[config.mk]
export PLATFORM = sky130hd
export DESIGN_NAME = branch_unit
export DESIGN_NICKNAME = d
export VERILOG_FILES = /design/src/design/bp_pkg.sv /design/src/design/bht_table.sv /design/src/design/bp_queue.sv /design/src/design/fetch_pc.sv /design/src/design/branch_unit.sv
export SDC_FILE = /design/constraint.sdc
export NUM_CORES = 1
export LEC_CHECK = 0
export BUFFER_PORTS_ARGS = -buffer_cell sky130_fd_sc_hd__buf_4
export CAP_MARGIN = 5
export CORE_MARGIN = 4
export CORE_UTILIZATION = 45
export DETAILED_ROUTE_END_ITERATION = 7
export GPL_TIMING_DRIVEN = 1
export PLACE_DENSITY_LB_ADDON = 0.12
export SLEW_MARGIN = 10
export SYNTH_ARGS = -nofsm -noshare
export SYNTH_HDL_FRONTEND = slang
export SYNTH_SLANG_ARGS = --single-unit
[constraint.sdc]
create_clock -name clk_in -period 8.4 [get_ports clk_in]
set_clock_uncertainty 0.2 [all_clocks]
set_input_delay 1.26 -clock clk_in [delete_from_list [all_inputs] [get_ports clk_in]]
set_output_delay 1.26 -clock clk_in [all_outputs]
set_load 0.005 [all_outputs]
[src/design/bp_pkg.sv]
package bp_pkg;

  // address and data path width
  localparam int XLEN = 32;

  // pc after reset
  localparam logic [XLEN-1:0] RESET_PC = '0;

  // direction counter table
  localparam int BHT_SIZE  = 8;
  localparam int BHT_IDX_W = 3;

  // in-flight prediction queue
  localparam int BPQ_SIZE  = 4;
  localparam int BPQ_IDX_W = 2;
  localparam int BPQ_CNT_W = BPQ_IDX_W + 1; // holds 0..BPQ_SIZE

  // bit 0 of pc is always zero, so the tag starts at bit 1
  localparam int TAG_LSB = 1;
  localparam int TAG_W   = XLEN - TAG_LSB;

  // 2-bit saturating direction counter
  typedef enum logic [1:0] {
    CTR_SNT = 2'b00, // strongly not taken
    CTR_WNT = 2'b01, // weakly not taken
    CTR_WT  = 2'b10, // weakly taken
    CTR_ST  = 2'b11  // strongly taken
  } ctr_state_t;

  // state of a freshly allocated entry
  localparam ctr_state_t CTR_INIT = CTR_WNT;

endpackage

[src/design/bht_table.sv]
`timescale 1ns/1ps

module bht_table (
  input  logic                   clk_in,
  input  logic                   rst_in,
  input  logic                   lookup_valid,
  input  logic [bp_pkg::XLEN-1:0] lookup_pc,
  output logic                   pred_taken,
  input  logic                   upd_valid,
  input  logic [bp_pkg::XLEN-1:0] upd_pc,
  input  logic                   upd_taken
);
  import bp_pkg::*;

  logic [BHT_SIZE-1:0]  valid_q;
  logic [TAG_W-1:0]     tag_q [BHT_SIZE];
  ctr_state_t           ctr_q [BHT_SIZE];
  logic [BHT_IDX_W-1:0] victim_q; // round-robin pointer

  logic [TAG_W-1:0]     look_tag;
  logic [TAG_W-1:0]     upd_tag;
  logic                 look_hit;
  logic [BHT_IDX_W-1:0] look_idx;
  logic                 upd_hit;
  logic [BHT_IDX_W-1:0] upd_idx;
  logic                 has_free;
  logic [BHT_IDX_W-1:0] free_idx;
  logic                 alloc_en;
  logic [BHT_IDX_W-1:0] alloc_idx;
  logic                 dup_tag;

  function automatic logic ctr_taken(input ctr_state_t s);
    return (s == CTR_WT) || (s == CTR_ST);
  endfunction

  // one step toward the real outcome, saturating at both ends
  function automatic ctr_state_t ctr_step(input ctr_state_t cur, input logic taken);
    ctr_state_t nxt;
    case (cur)
      CTR_SNT: nxt = taken ? CTR_WNT : CTR_SNT;
      CTR_WNT: nxt = taken ? CTR_WT  : CTR_SNT;
      CTR_WT:  nxt = taken ? CTR_ST  : CTR_WNT;
      CTR_ST:  nxt = taken ? CTR_ST  : CTR_WT;
      default: nxt = CTR_INIT;
    endcase
    return nxt;
  endfunction

  assign look_tag = lookup_pc[XLEN-1:TAG_LSB];
  assign upd_tag  = upd_pc[XLEN-1:TAG_LSB];

  // associative search on the lookup and update ports
  always_comb begin
    look_hit = 1'b0;
    look_idx = '0;
    upd_hit  = 1'b0;
    upd_idx  = '0;
    for (int i = 0; i < BHT_SIZE; i++) begin
      if (valid_q[i] && tag_q[i] == look_tag) begin
        look_hit = 1'b1;
        look_idx = BHT_IDX_W'(i);
      end
      if (valid_q[i] && tag_q[i] == upd_tag) begin
        upd_hit = 1'b1;
        upd_idx = BHT_IDX_W'(i);
      end
    end
  end

  // lowest invalid slot wins
  always_comb begin
    has_free = 1'b0;
    free_idx = '0;
    for (int i = BHT_SIZE - 1; i >= 0; i--) begin
      if (!valid_q[i]) begin
        has_free = 1'b1;
        free_idx = BHT_IDX_W'(i);
      end
    end
  end

  assign alloc_en   = lookup_valid && !look_hit;
  assign alloc_idx  = has_free ? free_idx : victim_q;
  assign pred_taken = lookup_valid && look_hit && ctr_taken(ctr_q[look_idx]);

  always_ff @(posedge clk_in) begin
    if (rst_in) begin
      valid_q  <= '0;
      victim_q <= '0;
    end else if (alloc_en) begin
      valid_q[alloc_idx] <= 1'b1;
      if (!has_free) victim_q <= victim_q + 1'b1; // table full so the victim rotates
    end
  end

  // allocation overrides an update to the same slot
  always_ff @(posedge clk_in) begin
    if (upd_valid && upd_hit) ctr_q[upd_idx] <= ctr_step(ctr_q[upd_idx], upd_taken);
    if (alloc_en) begin
      tag_q[alloc_idx] <= look_tag;
      ctr_q[alloc_idx] <= CTR_INIT;
    end
  end

  always_comb begin
    dup_tag = 1'b0;
    for (int i = 0; i < BHT_SIZE; i++) begin
      for (int j = i + 1; j < BHT_SIZE; j++) begin
        if (valid_q[i] && valid_q[j] && tag_q[i] == tag_q[j]) dup_tag = 1'b1;
      end
    end
  end

  // allocation only on a miss keeps tags unique over time
  a_unique_tag: assert property (@(posedge clk_in) disable iff (rst_in) !dup_tag)
    else $error("bht_table: two valid entries share a tag");

endmodule

[src/design/bp_queue.sv]
`timescale 1ns/1ps

module bp_queue (
  input  logic                    clk_in,
  input  logic                    rst_in,
  input  logic                    rdy_in,
  input  logic                    push_valid,
  input  logic [bp_pkg::XLEN-1:0] push_pc,
  input  logic                    push_taken,
  input  logic [bp_pkg::XLEN-1:0] push_fail_addr,
  output logic                    full,
  input  logic                    cdb_active,
  input  logic [bp_pkg::XLEN-1:0] cdb_addr,
  input  logic                    cdb_taken,
  output logic                    upd_valid,
  output logic [bp_pkg::XLEN-1:0] upd_pc,
  output logic                    upd_taken,
  output logic                    predict_fail,
  output logic [bp_pkg::XLEN-1:0] fail_addr
);
  import bp_pkg::*;

  // entry payload
  logic [XLEN-1:0] pc_q    [BPQ_SIZE];
  logic            taken_q [BPQ_SIZE]; // predicted direction
  logic [XLEN-1:0] fail_q  [BPQ_SIZE]; // recovery address

  logic [BPQ_IDX_W-1:0] front_q;
  logic [BPQ_IDX_W-1:0] rear_q;
  logic [BPQ_CNT_W-1:0] count_q;

  logic empty;
  logic pop;

  assign empty = (count_q == '0);
  assign full  = (count_q == BPQ_CNT_W'(BPQ_SIZE));

  // only the oldest branch can resolve; other bus results pass by
  assign pop = rdy_in && cdb_active && !empty && (pc_q[front_q] == cdb_addr);

  assign upd_valid    = pop;
  assign upd_pc       = pc_q[front_q];
  assign upd_taken    = cdb_taken;
  assign predict_fail = pop && (taken_q[front_q] != cdb_taken);
  assign fail_addr    = predict_fail ? fail_q[front_q] : '0;

  always_ff @(posedge clk_in) begin
    if (rst_in) begin
      front_q <= '0;
      rear_q  <= '0;
      count_q <= '0;
    end else if (rdy_in) begin
      if (predict_fail) begin
        // younger entries are wrong-path so all of them are dropped
        front_q <= '0;
        rear_q  <= '0;
        count_q <= '0;
      end else begin
        if (push_valid) rear_q <= rear_q + 1'b1;
        if (pop) front_q <= front_q + 1'b1;
        case ({push_valid, pop})
          2'b10:   count_q <= count_q + 1'b1;
          2'b01:   count_q <= count_q - 1'b1;
          default: count_q <= count_q; // both or neither
        endcase
      end
    end
  end

  always_ff @(posedge clk_in) begin
    if (rdy_in && push_valid) begin
      pc_q[rear_q]    <= push_pc;
      taken_q[rear_q] <= push_taken;
      fail_q[rear_q]  <= push_fail_addr;
    end
  end

  // fetch side must stall instead of pushing into a full queue
  a_no_push_full: assert property (@(posedge clk_in) disable iff (rst_in)
    push_valid |-> !full)
    else $error("bp_queue: push while full");

  // a branch seen during a redirect is wrong-path
  a_no_push_fail: assert property (@(posedge clk_in) disable iff (rst_in)
    push_valid |-> !predict_fail)
    else $error("bp_queue: push in a failing cycle");

endmodule

[src/design/fetch_pc.sv]
`timescale 1ns/1ps

module fetch_pc (
  input  logic                    clk_in,
  input  logic                    rst_in,
  input  logic                    rdy_in,
  input  logic                    branch,
  input  logic [bp_pkg::XLEN-1:0] imm,
  input  logic                    inst_length,
  input  logic                    pred_taken,
  input  logic                    queue_full,
  input  logic                    predict_fail,
  input  logic [bp_pkg::XLEN-1:0] fail_addr,
  output logic [bp_pkg::XLEN-1:0] pc,
  output logic                    lookup_valid,
  output logic                    push_valid,
  output logic                    push_taken,
  output logic [bp_pkg::XLEN-1:0] push_fail_addr,
  output logic                    need_branch,
  output logic [bp_pkg::XLEN-1:0] branch_addr,
  output logic                    fetch_stall
);
  import bp_pkg::*;

  logic [XLEN-1:0] pc_q;
  logic [XLEN-1:0] seq_addr;
  logic [XLEN-1:0] taken_addr;
  logic [XLEN-1:0] next_pc;
  logic            accept; // branch accepted into the queue this cycle

  assign pc = pc_q;

  // inst_length high means a full 32-bit instruction
  assign seq_addr   = pc_q + (inst_length ? XLEN'(4) : XLEN'(2));
  assign taken_addr = pc_q + imm;

  assign accept = rdy_in && branch && !queue_full && !predict_fail;

  assign lookup_valid   = accept;
  assign push_valid     = accept;
  assign push_taken     = pred_taken;
  assign need_branch    = accept && pred_taken;
  assign branch_addr    = pred_taken ? taken_addr : seq_addr;
  assign push_fail_addr = pred_taken ? seq_addr : taken_addr; // the path not followed

  // hold the branch while the queue has no room
  assign fetch_stall = rdy_in && branch && queue_full && !predict_fail;

  always_comb begin
    if (predict_fail) begin
      next_pc = fail_addr; // redirect beats everything
    end else if (!rdy_in || fetch_stall) begin
      next_pc = pc_q;
    end else if (need_branch) begin
      next_pc = branch_addr;
    end else begin
      next_pc = seq_addr;
    end
  end

  always_ff @(posedge clk_in) begin
    if (rst_in) begin
      pc_q <= RESET_PC;
    end else begin
      pc_q <= next_pc;
    end
  end

endmodule

[src/design/branch_unit.sv]
`timescale 1ns/1ps

module branch_unit (
  input  logic                    clk_in,
  input  logic                    rst_in,
  input  logic                    rdy_in,
  input  logic                    branch,
  input  logic [bp_pkg::XLEN-1:0] imm,
  input  logic                    inst_length,
  input  logic                    cdb_active,
  input  logic [bp_pkg::XLEN-1:0] cdb_addr,
  input  logic                    cdb_taken,
  output logic [bp_pkg::XLEN-1:0] pc,
  output logic                    need_branch,
  output logic [bp_pkg::XLEN-1:0] branch_addr,
  output logic                    predict_fail,
  output logic [bp_pkg::XLEN-1:0] fail_addr,
  output logic                    fetch_stall
);
  import bp_pkg::*;

  // fetch to table
  logic            lookup_valid;
  logic            pred_taken;

  // fetch to queue
  logic            push_valid;
  logic            push_taken;
  logic [XLEN-1:0] push_fail_addr;
  logic            queue_full;

  // queue to table for counter training
  logic            upd_valid;
  logic [XLEN-1:0] upd_pc;
  logic            upd_taken;

  fetch_pc u_fetch_pc (
    .clk_in         (clk_in),
    .rst_in         (rst_in),
    .rdy_in         (rdy_in),
    .branch         (branch),
    .imm            (imm),
    .inst_length    (inst_length),
    .pred_taken     (pred_taken),
    .queue_full     (queue_full),
    .predict_fail   (predict_fail),
    .fail_addr      (fail_addr),
    .pc             (pc),
    .lookup_valid   (lookup_valid),
    .push_valid     (push_valid),
    .push_taken     (push_taken),
    .push_fail_addr (push_fail_addr),
    .need_branch    (need_branch),
    .branch_addr    (branch_addr),
    .fetch_stall    (fetch_stall)
  );

  bht_table u_bht_table (
    .clk_in       (clk_in),
    .rst_in       (rst_in),
    .lookup_valid (lookup_valid),
    .lookup_pc    (pc),       // lookup is for the current fetch pc
    .pred_taken   (pred_taken),
    .upd_valid    (upd_valid),
    .upd_pc       (upd_pc),
    .upd_taken    (upd_taken)
  );

  bp_queue u_bp_queue (
    .clk_in         (clk_in),
    .rst_in         (rst_in),
    .rdy_in         (rdy_in),
    .push_valid     (push_valid),
    .push_pc        (pc),
    .push_taken     (push_taken),
    .push_fail_addr (push_fail_addr),
    .full           (queue_full),
    .cdb_active     (cdb_active),
    .cdb_addr       (cdb_addr),
    .cdb_taken      (cdb_taken),
    .upd_valid      (upd_valid),
    .upd_pc         (upd_pc),
    .upd_taken      (upd_taken),
    .predict_fail   (predict_fail),
    .fail_addr      (fail_addr)
  );

endmodule

==> impl_metrics.yaml, run 1 <==
route:
  vias: 25100
  routed_wl_um: 140000
  post_drt_wl_per_cell_um: 36.5
  dr.pass1.iters: 7
  wl_met1_um: 54500
  route.met2.wl_um: 63600
  highest_layer: "met4"
  drcViolationCount: 0
  dr.first_iter.drc_count: 3310
  viasPerCell: 6.55
  postRouteAntennaNets: 0
  wl_met3_um: 13000
setup_path:
  critPathTopFamily: "simple AND/OR/NAND/NOR gates"
  max_stage_delay_ns: 0.87
  rrSetupSlack_ns: 1.67
  worstSetupStartpointType: "register"
  rr_worst_depth: 14
  critPathArrivalTime_ns: 5.98
  worstPathRequired_ns: 6.94
  rr_endpoint: "u_fetch_pc.pc[24]$_SDFFE_PP0P_"
  crit_path_end_kind: "primary output"
  path_class: "register to primary output"
  crit_fanout: 38
  path_buf_inv: 3
  path_cells: "buf_4, mux4_2, xnor2_1, nand4_1, nor4_1, nand4_1, and2_1, inv_1, a221oi_1, a21oi_4, mux2i_1, buf_4"
  critPathSlowestCell: "mux4_2"
floorplanning:
  die_y_um: 275
  die_area_mm2: 0.0757
  rows: 97
  io_pins: 170
  core_mm2: 0.0704
  die_w_um: 275
  initial_core_util_pct: 45.6
sta:
  finalCriticalPeriod_ns: 7.44
  rsz0062_at_grt: "false"
  setup_viol: 0
  hold_ws_ns: 0.270
  worst_pin_slew_ns: 1.32
  maxSlewHeadroom_pct: 10.6
  fin_crit_sh_pct: 88.6
  hold_violations: 0
  drv_slew: 0
  fmax_ghz: 0.134
  tns_ns: 0
logic_synthesis:
  syn-num-nets: 2747
  synth-main-ff-cell: "edfxtp_1"
  syn_inst: 2634
  ys_async_sr_fraction_pct: 0
  synth-seq-area-share_pct: 51.7
  synth.distinct_cells: 82
  postSynthAreaPerCell_um2: 12.2
  synth-edff-count: 508
  synth_seq_cells: 576
  yosys_warnings: 0
  syn_area_mm2: 0.0321
hold_path:
  holdPathStages: 2
  hold_start: "u_bht_table.ctr_q[4][0]$_SDFFE_PP1P_"
  hold_path_class: "register to register"
  holdPathEnd: "u_bht_table.ctr_q[4][0]$_SDFFE_PP1P_"
clock_tree:
  cts_tree: "done"
  htree_levels: 3
  cts_sinks: 576
  root_buffer: "clkbuf_16"
  cts_setup_buffers: 0
  clock_tree.buffer_depth: 3
  cts_resized: 0
  clk_pin_slew_ns: 0.06
  cts_hold_buf: 0
  insertion_delay_ns: 0.63
  cts_buffers: 68
power:
  p_per_area_mw_per_mm2: 189
  p_leak_nw: 12.3
  ir_worst_vdd_uv: 203
place:
  dp_hpwl_um: 102000
  place_area_mm2: 0.0349
  portBuffers: 169
  gp_congestion: 1.05
final_layout:
  fill_cells: 6070
  synthToLayoutAreaGrowth_pct: 15.5
  utilization_pct: 52.7
  drive_above_1_share_pct: 17.7
  finish.instance_area_mm2: 0.0371
  fin_nets: 2952
global_routing:
  overflow: 0
  grt_max_degree: 56
  grt_usage_pct: 36.4
  grt_pass1_vias: 24400
  antenna_found_initial: 3
  grt_pass1_wl_um: 192000
flow_run:
  max_cap_violations: 0
status:
  outcome: "complete, no violations"
## routing by layer
layer / vias up / track usage [%]
li1: 10400 / -
met2: 1693 / 57.9
met4: 0 / 18.4
met3: 347 / 7.05
met5: - / 0
met1: 12600 / 47.8
## area by class of cell
class | instances | area [um^2] | area share [%]
Timing Repair Buffer | 273 | 2090 | 5.62
Clock buffer | 94 | 1940 | 5.23
Tap cell | 940 | 1180 | 3.17
Inverter | 67 | 251 | 0.678
Antenna cell | 1 | 2.50 | 0.00674
Sequential cell | 576 | 16600 | 44.8
Multi-Input combinational cell | 1853 | 14700 | 39.6
Clock inverter | 30 | 312 | 0.840
## how the worst max path moves through the flow
stage | endpoint | slack (ns) | cells after the start
CTS | branch_addr[31] | 0.93 | 12
finish | branch_addr[31] | 0.96 | 12
global route | branch_addr[31] | 0.65 | 12
detailed placement | branch_addr[31] | 1.58 | 12
global placement | branch_addr[31] | 1.62 | 12
floorplan | u_bht_table.tag_q[4][0]$_DFFE_PP_ | 2.32 | 14
## power by group
group          leakage, nW  switching (mW)  internal [mW]
logic                 5.81           0.473          0.246
registers             5.33          0.0544           3.18
clock network         1.11            1.26           1.78
total                 12.3            1.79           5.21
## cells by family (layout without fill, tap and decap cells)
logic type	after synthesis	in the layout	synth area share (%)
adder cells (fa/ha/maj)	44	44	1.77
other	0	1	0
AO/OA/AOI/OAI	290	290	6.39
buffers and inverters	205	464	2.80
XOR/XNOR	580	580	16.0
AND/OR/NAND/NOR	749	749	12.9
flip-flops	576	576	51.7
multiplexers	190	190	8.48
## placed cells by master, fill, tap and decap left out, drive strengths merged, types with 31 or more instances in the layout
cell type,n
a211oi,31
a21oi,60
and3,52
buf,273
clkbuf,94
dfxtp,68
edfxtp,508
ha,39
inv,72
mux2i,112
mux4,64
nand2,107
nand3,41
nand4,229
nor2,121
nor3,32
nor4,52
o21ai,44
xnor2,523
xor2,57
## sequential cells by signal, summed over array words and instances, names as in the netlist, named ones only
register,count
u_bp_queue.pc_q,128
u_bht_table.tag_q,248
u_bp_queue.front_q,2
u_bht_table.ctr_q,16
u_bp_queue.fail_q,128
u_bht_table.victim_q,3
u_fetch_pc.pc,32
u_bp_queue.count_q,3
u_bp_queue.taken_q,4
u_bp_queue.rear_q,2
u_bht_table.valid_q,8
## cell usage after synthesis, types with 10 or more instances
| master | instances | area share, % |
|---|---|---|
| nor2_1 | 121 | 1.4 |
| inv_1 | 67 | 0.78 |
| a21oi_1 | 60 | 0.93 |
| buf_1 | 27 | 0.32 |
| nor3_1 | 32 | 0.50 |
| buf_2 | 30 | 0.47 |
| a211oi_1 | 31 | 0.72 |
| nand2_1 | 107 | 1.3 |
| nand4_1 | 229 | 4.5 |
| ha_1 | 39 | 1.5 |
| xor2_1 | 57 | 1.6 |
| mux4_2 | 64 | 4.5 |
| and3_1 | 52 | 1.0 |
| xnor2_1 | 516 | 14 |
| mux2_2 | 13 | 0.46 |
| o41ai_1 | 10 | 0.27 |
| dfxtp_1 | 68 | 4.2 |
| nor2b_1 | 14 | 0.27 |
| o21ai_0 | 44 | 0.69 |
| nor4_1 | 52 | 1.0 |
| clkbuf_1 | 65 | 0.76 |
| o211ai_1 | 17 | 0.40 |
| or3_1 | 11 | 0.21 |
| mux2i_1 | 112 | 3.5 |
| nand3b_1 | 13 | 0.30 |
| nand3_1 | 41 | 0.64 |
| a21o_1 | 18 | 0.42 |
| nand2b_1 | 24 | 0.47 |
| edfxtp_1 | 508 | 47 |
## per-stage QoR
stage                     worst slack (ns)  power (mW)  std cells
after floorplan                       2.32        3.66       2634
after global placement                1.62        3.99       3709
after detailed placement              1.58        3.99       3709
after CTS                            0.929        7.00       3833
after global routing                 0.645        7.17       3833
final                                0.957        7.00       3834
## worst reg2reg max path, delay by kind of cell (launching register included)
family                 cells  cell delay, ns
AND/OR/NAND/NOR            5            1.38
AO/OA/AOI/OAI              3            1.51
XOR/XNOR                   1            0.32
flip-flops                 1            0.78
buffers and inverters      3            1.01
multiplexers               2            1.30
Note: power is estimated with default switching activity, not from simulation.
==> inputs of run 2 (changes only) <==
- CORE_MARGIN: 4 -> 8
==> impl_metrics.yaml, run 2 (synthesis gave the netlist of run 1 again) <==
status:
  outcome: "complete, no violations"
hold_path:
  hold_path_class: "register to register"
route:
  post_drt_wl_per_cell_um: 36.4
  postRouteAntennaNets: 0
  viasPerCell: 6.51
  drcViolationCount: 0
  routed_wl_um: 140000
  vias: 25100
  dr.pass1.iters: 7
  dr.first_iter.drc_count: 3327
sta:
  setup_viol: 0
  tns_ns: 0
  maxSlewHeadroom_pct: 16.7
  finalCriticalPeriod_ns: 7.43
  rsz0062_at_grt: "false"
  worst_pin_slew_ns: 1.24
  fmax_ghz: 0.135
  drv_slew: 0
  fin_ws_ns: 0.971
  fin_crit_sh_pct: 88.4
  hold_violations: 0
final_layout:
  fin_nets: 2961
  top_register: "u_bht_table.tag_q"
  largest_registers: "u_bht_table.tag_q (248), u_bp_queue.fail_q (128), u_bp_queue.pc_q (128)"
  mostFrequentLayoutCells: "xnor2_1 (516), edfxtp_1 (508), buf_4 (279)"
  drive_above_1_share_pct: 17.9
  finish.instance_area_mm2: 0.0372
  final_common_cell: "xnor2_1"
  synthToLayoutAreaGrowth_pct: 15.7
  largest_register_ffs: 248
floorplanning:
  io_pins: 170
  initial_core_util_pct: 45.2
  die_y_um: 283
  die_w_um: 283
  rows: 98
  core_mm2: 0.0711
  die_area_mm2: 0.0802
place:
  pre_cts_slack_ns: 1.54
  gp_congestion: 1.00
  portBuffers: 169
  place_area_mm2: 0.0349
  dp_hpwl_um: 104000
clock_tree:
  insertion_delay_ns: 0.62
  clk_pin_slew_ns: 0.06
  cts_buffers: 69
  cts_setup_buffers: 0
  root_buffer: "clkbuf_16"
  cts_resized: 0
  cts_tree: "done"
  cts_sinks: 576
  htree_levels: 3
  cts_hold_buf: 0
  clock_tree.buffer_depth: 3
global_routing:
  grt_use_met3_pct: 7.10
  gr-max-usage-layer: "met2"
  grt_usage_pct: 33.8
  antenna_found_initial: 7
  met1_usage_pct: 44.4
  grt_pass1_vias: 24500
  grt_max_degree: 56
  grt_pass1_wl_um: 193000
  met2_usage_pct: 51.5
  overflow: 0
setup_path:
  crit_fanout: 54
  crit_path_end_kind: "primary output"
  critPathArrivalTime_ns: 5.97
  worstPathRequired_ns: 6.94
  worstSetupStartpointType: "register"
  path_class: "register to primary output"
flow_run:
  max_cap_violations: 0
power:
  ir_worst_vdd_uv: 243
  p_per_area_mw_per_mm2: 188
  p_leak_nw: 12.3
==> run 2: path summary, 6_finish.rpt <==
path | from | to | slack, ns | cells past startpoint
worst max register to register | register | u_bht_table.ctr_q[0][1]$_SDFFE_PP0P_ | 2.10 | 13
worst min-delay path | u_bht_table.ctr_q[2][0]$_SDFFE_PP1P_ | u_bht_table.ctr_q[2][0]$_SDFFE_PP1P_ | 0.27 | 2
worst min register to register | u_bht_table.ctr_q[2][0]$_SDFFE_PP1P_ | u_bht_table.ctr_q[2][0]$_SDFFE_PP1P_ | 0.27 | 2
worst max-delay path | register | branch_addr[31] | 0.97 | 12
==> run 2: metal layers <==
| layer | routed length (um) | up-vias |
|---|---|---|
| met3 | 12700 | 367 |
| li1 | - | 10400 |
| met1 | 56300 | 12700 |
| met5 | 23 | - |
| met2 | 61400 | 1631 |
| met4 | 9840 | 4 |
==> run 2: where the power goes <==
part           switching [mW]  internal (mW)  leakage (nW)
registers              0.0622           3.18          5.33
clock network            1.26           1.78          1.09
logic                   0.473          0.247          5.85
total                    1.79           5.21          12.3
==> run 2: critical path, cell delays in order (launching register included) <==
cell and delay, ns:
dfxtp_4 0.91, buf_4 0.47, mux4_2 0.86, xnor2_1 0.33, nand4_1 0.12, nor4_1 0.45, nand4_1 0.31, and2_1 0.35
inv_1 0.16, a221oi_1 0.11, a21oi_4 0.61, mux2i_1 0.38, buf_4 0.17
==> run 2: area by class of cell <==
class	instances	area [um^2]
diodes	5	12.5
clock buffers	86	1840
clock inverters	39	407
fillers	6230	33900
inverters	67	251
multi-input cells	1853	14700
flip-flops and latches	576	16600
well taps	950	1190
repair buffers	281	2130
==> run 2: metrics by stage <==
stage,hold WS [ns],cells,power (mW),util [%]
6_report,0.266,3857,7.00,52.3
2_1_floorplan,0.225,2634,3.66,-
5_1_grt,0.291,3852,7.15,52.3
4_1_cts,0.269,3852,7.01,52.3
3_3_place_gp,0.250,3727,4.00,49.1
3_5_place_dp,0.254,3727,4.00,49.1
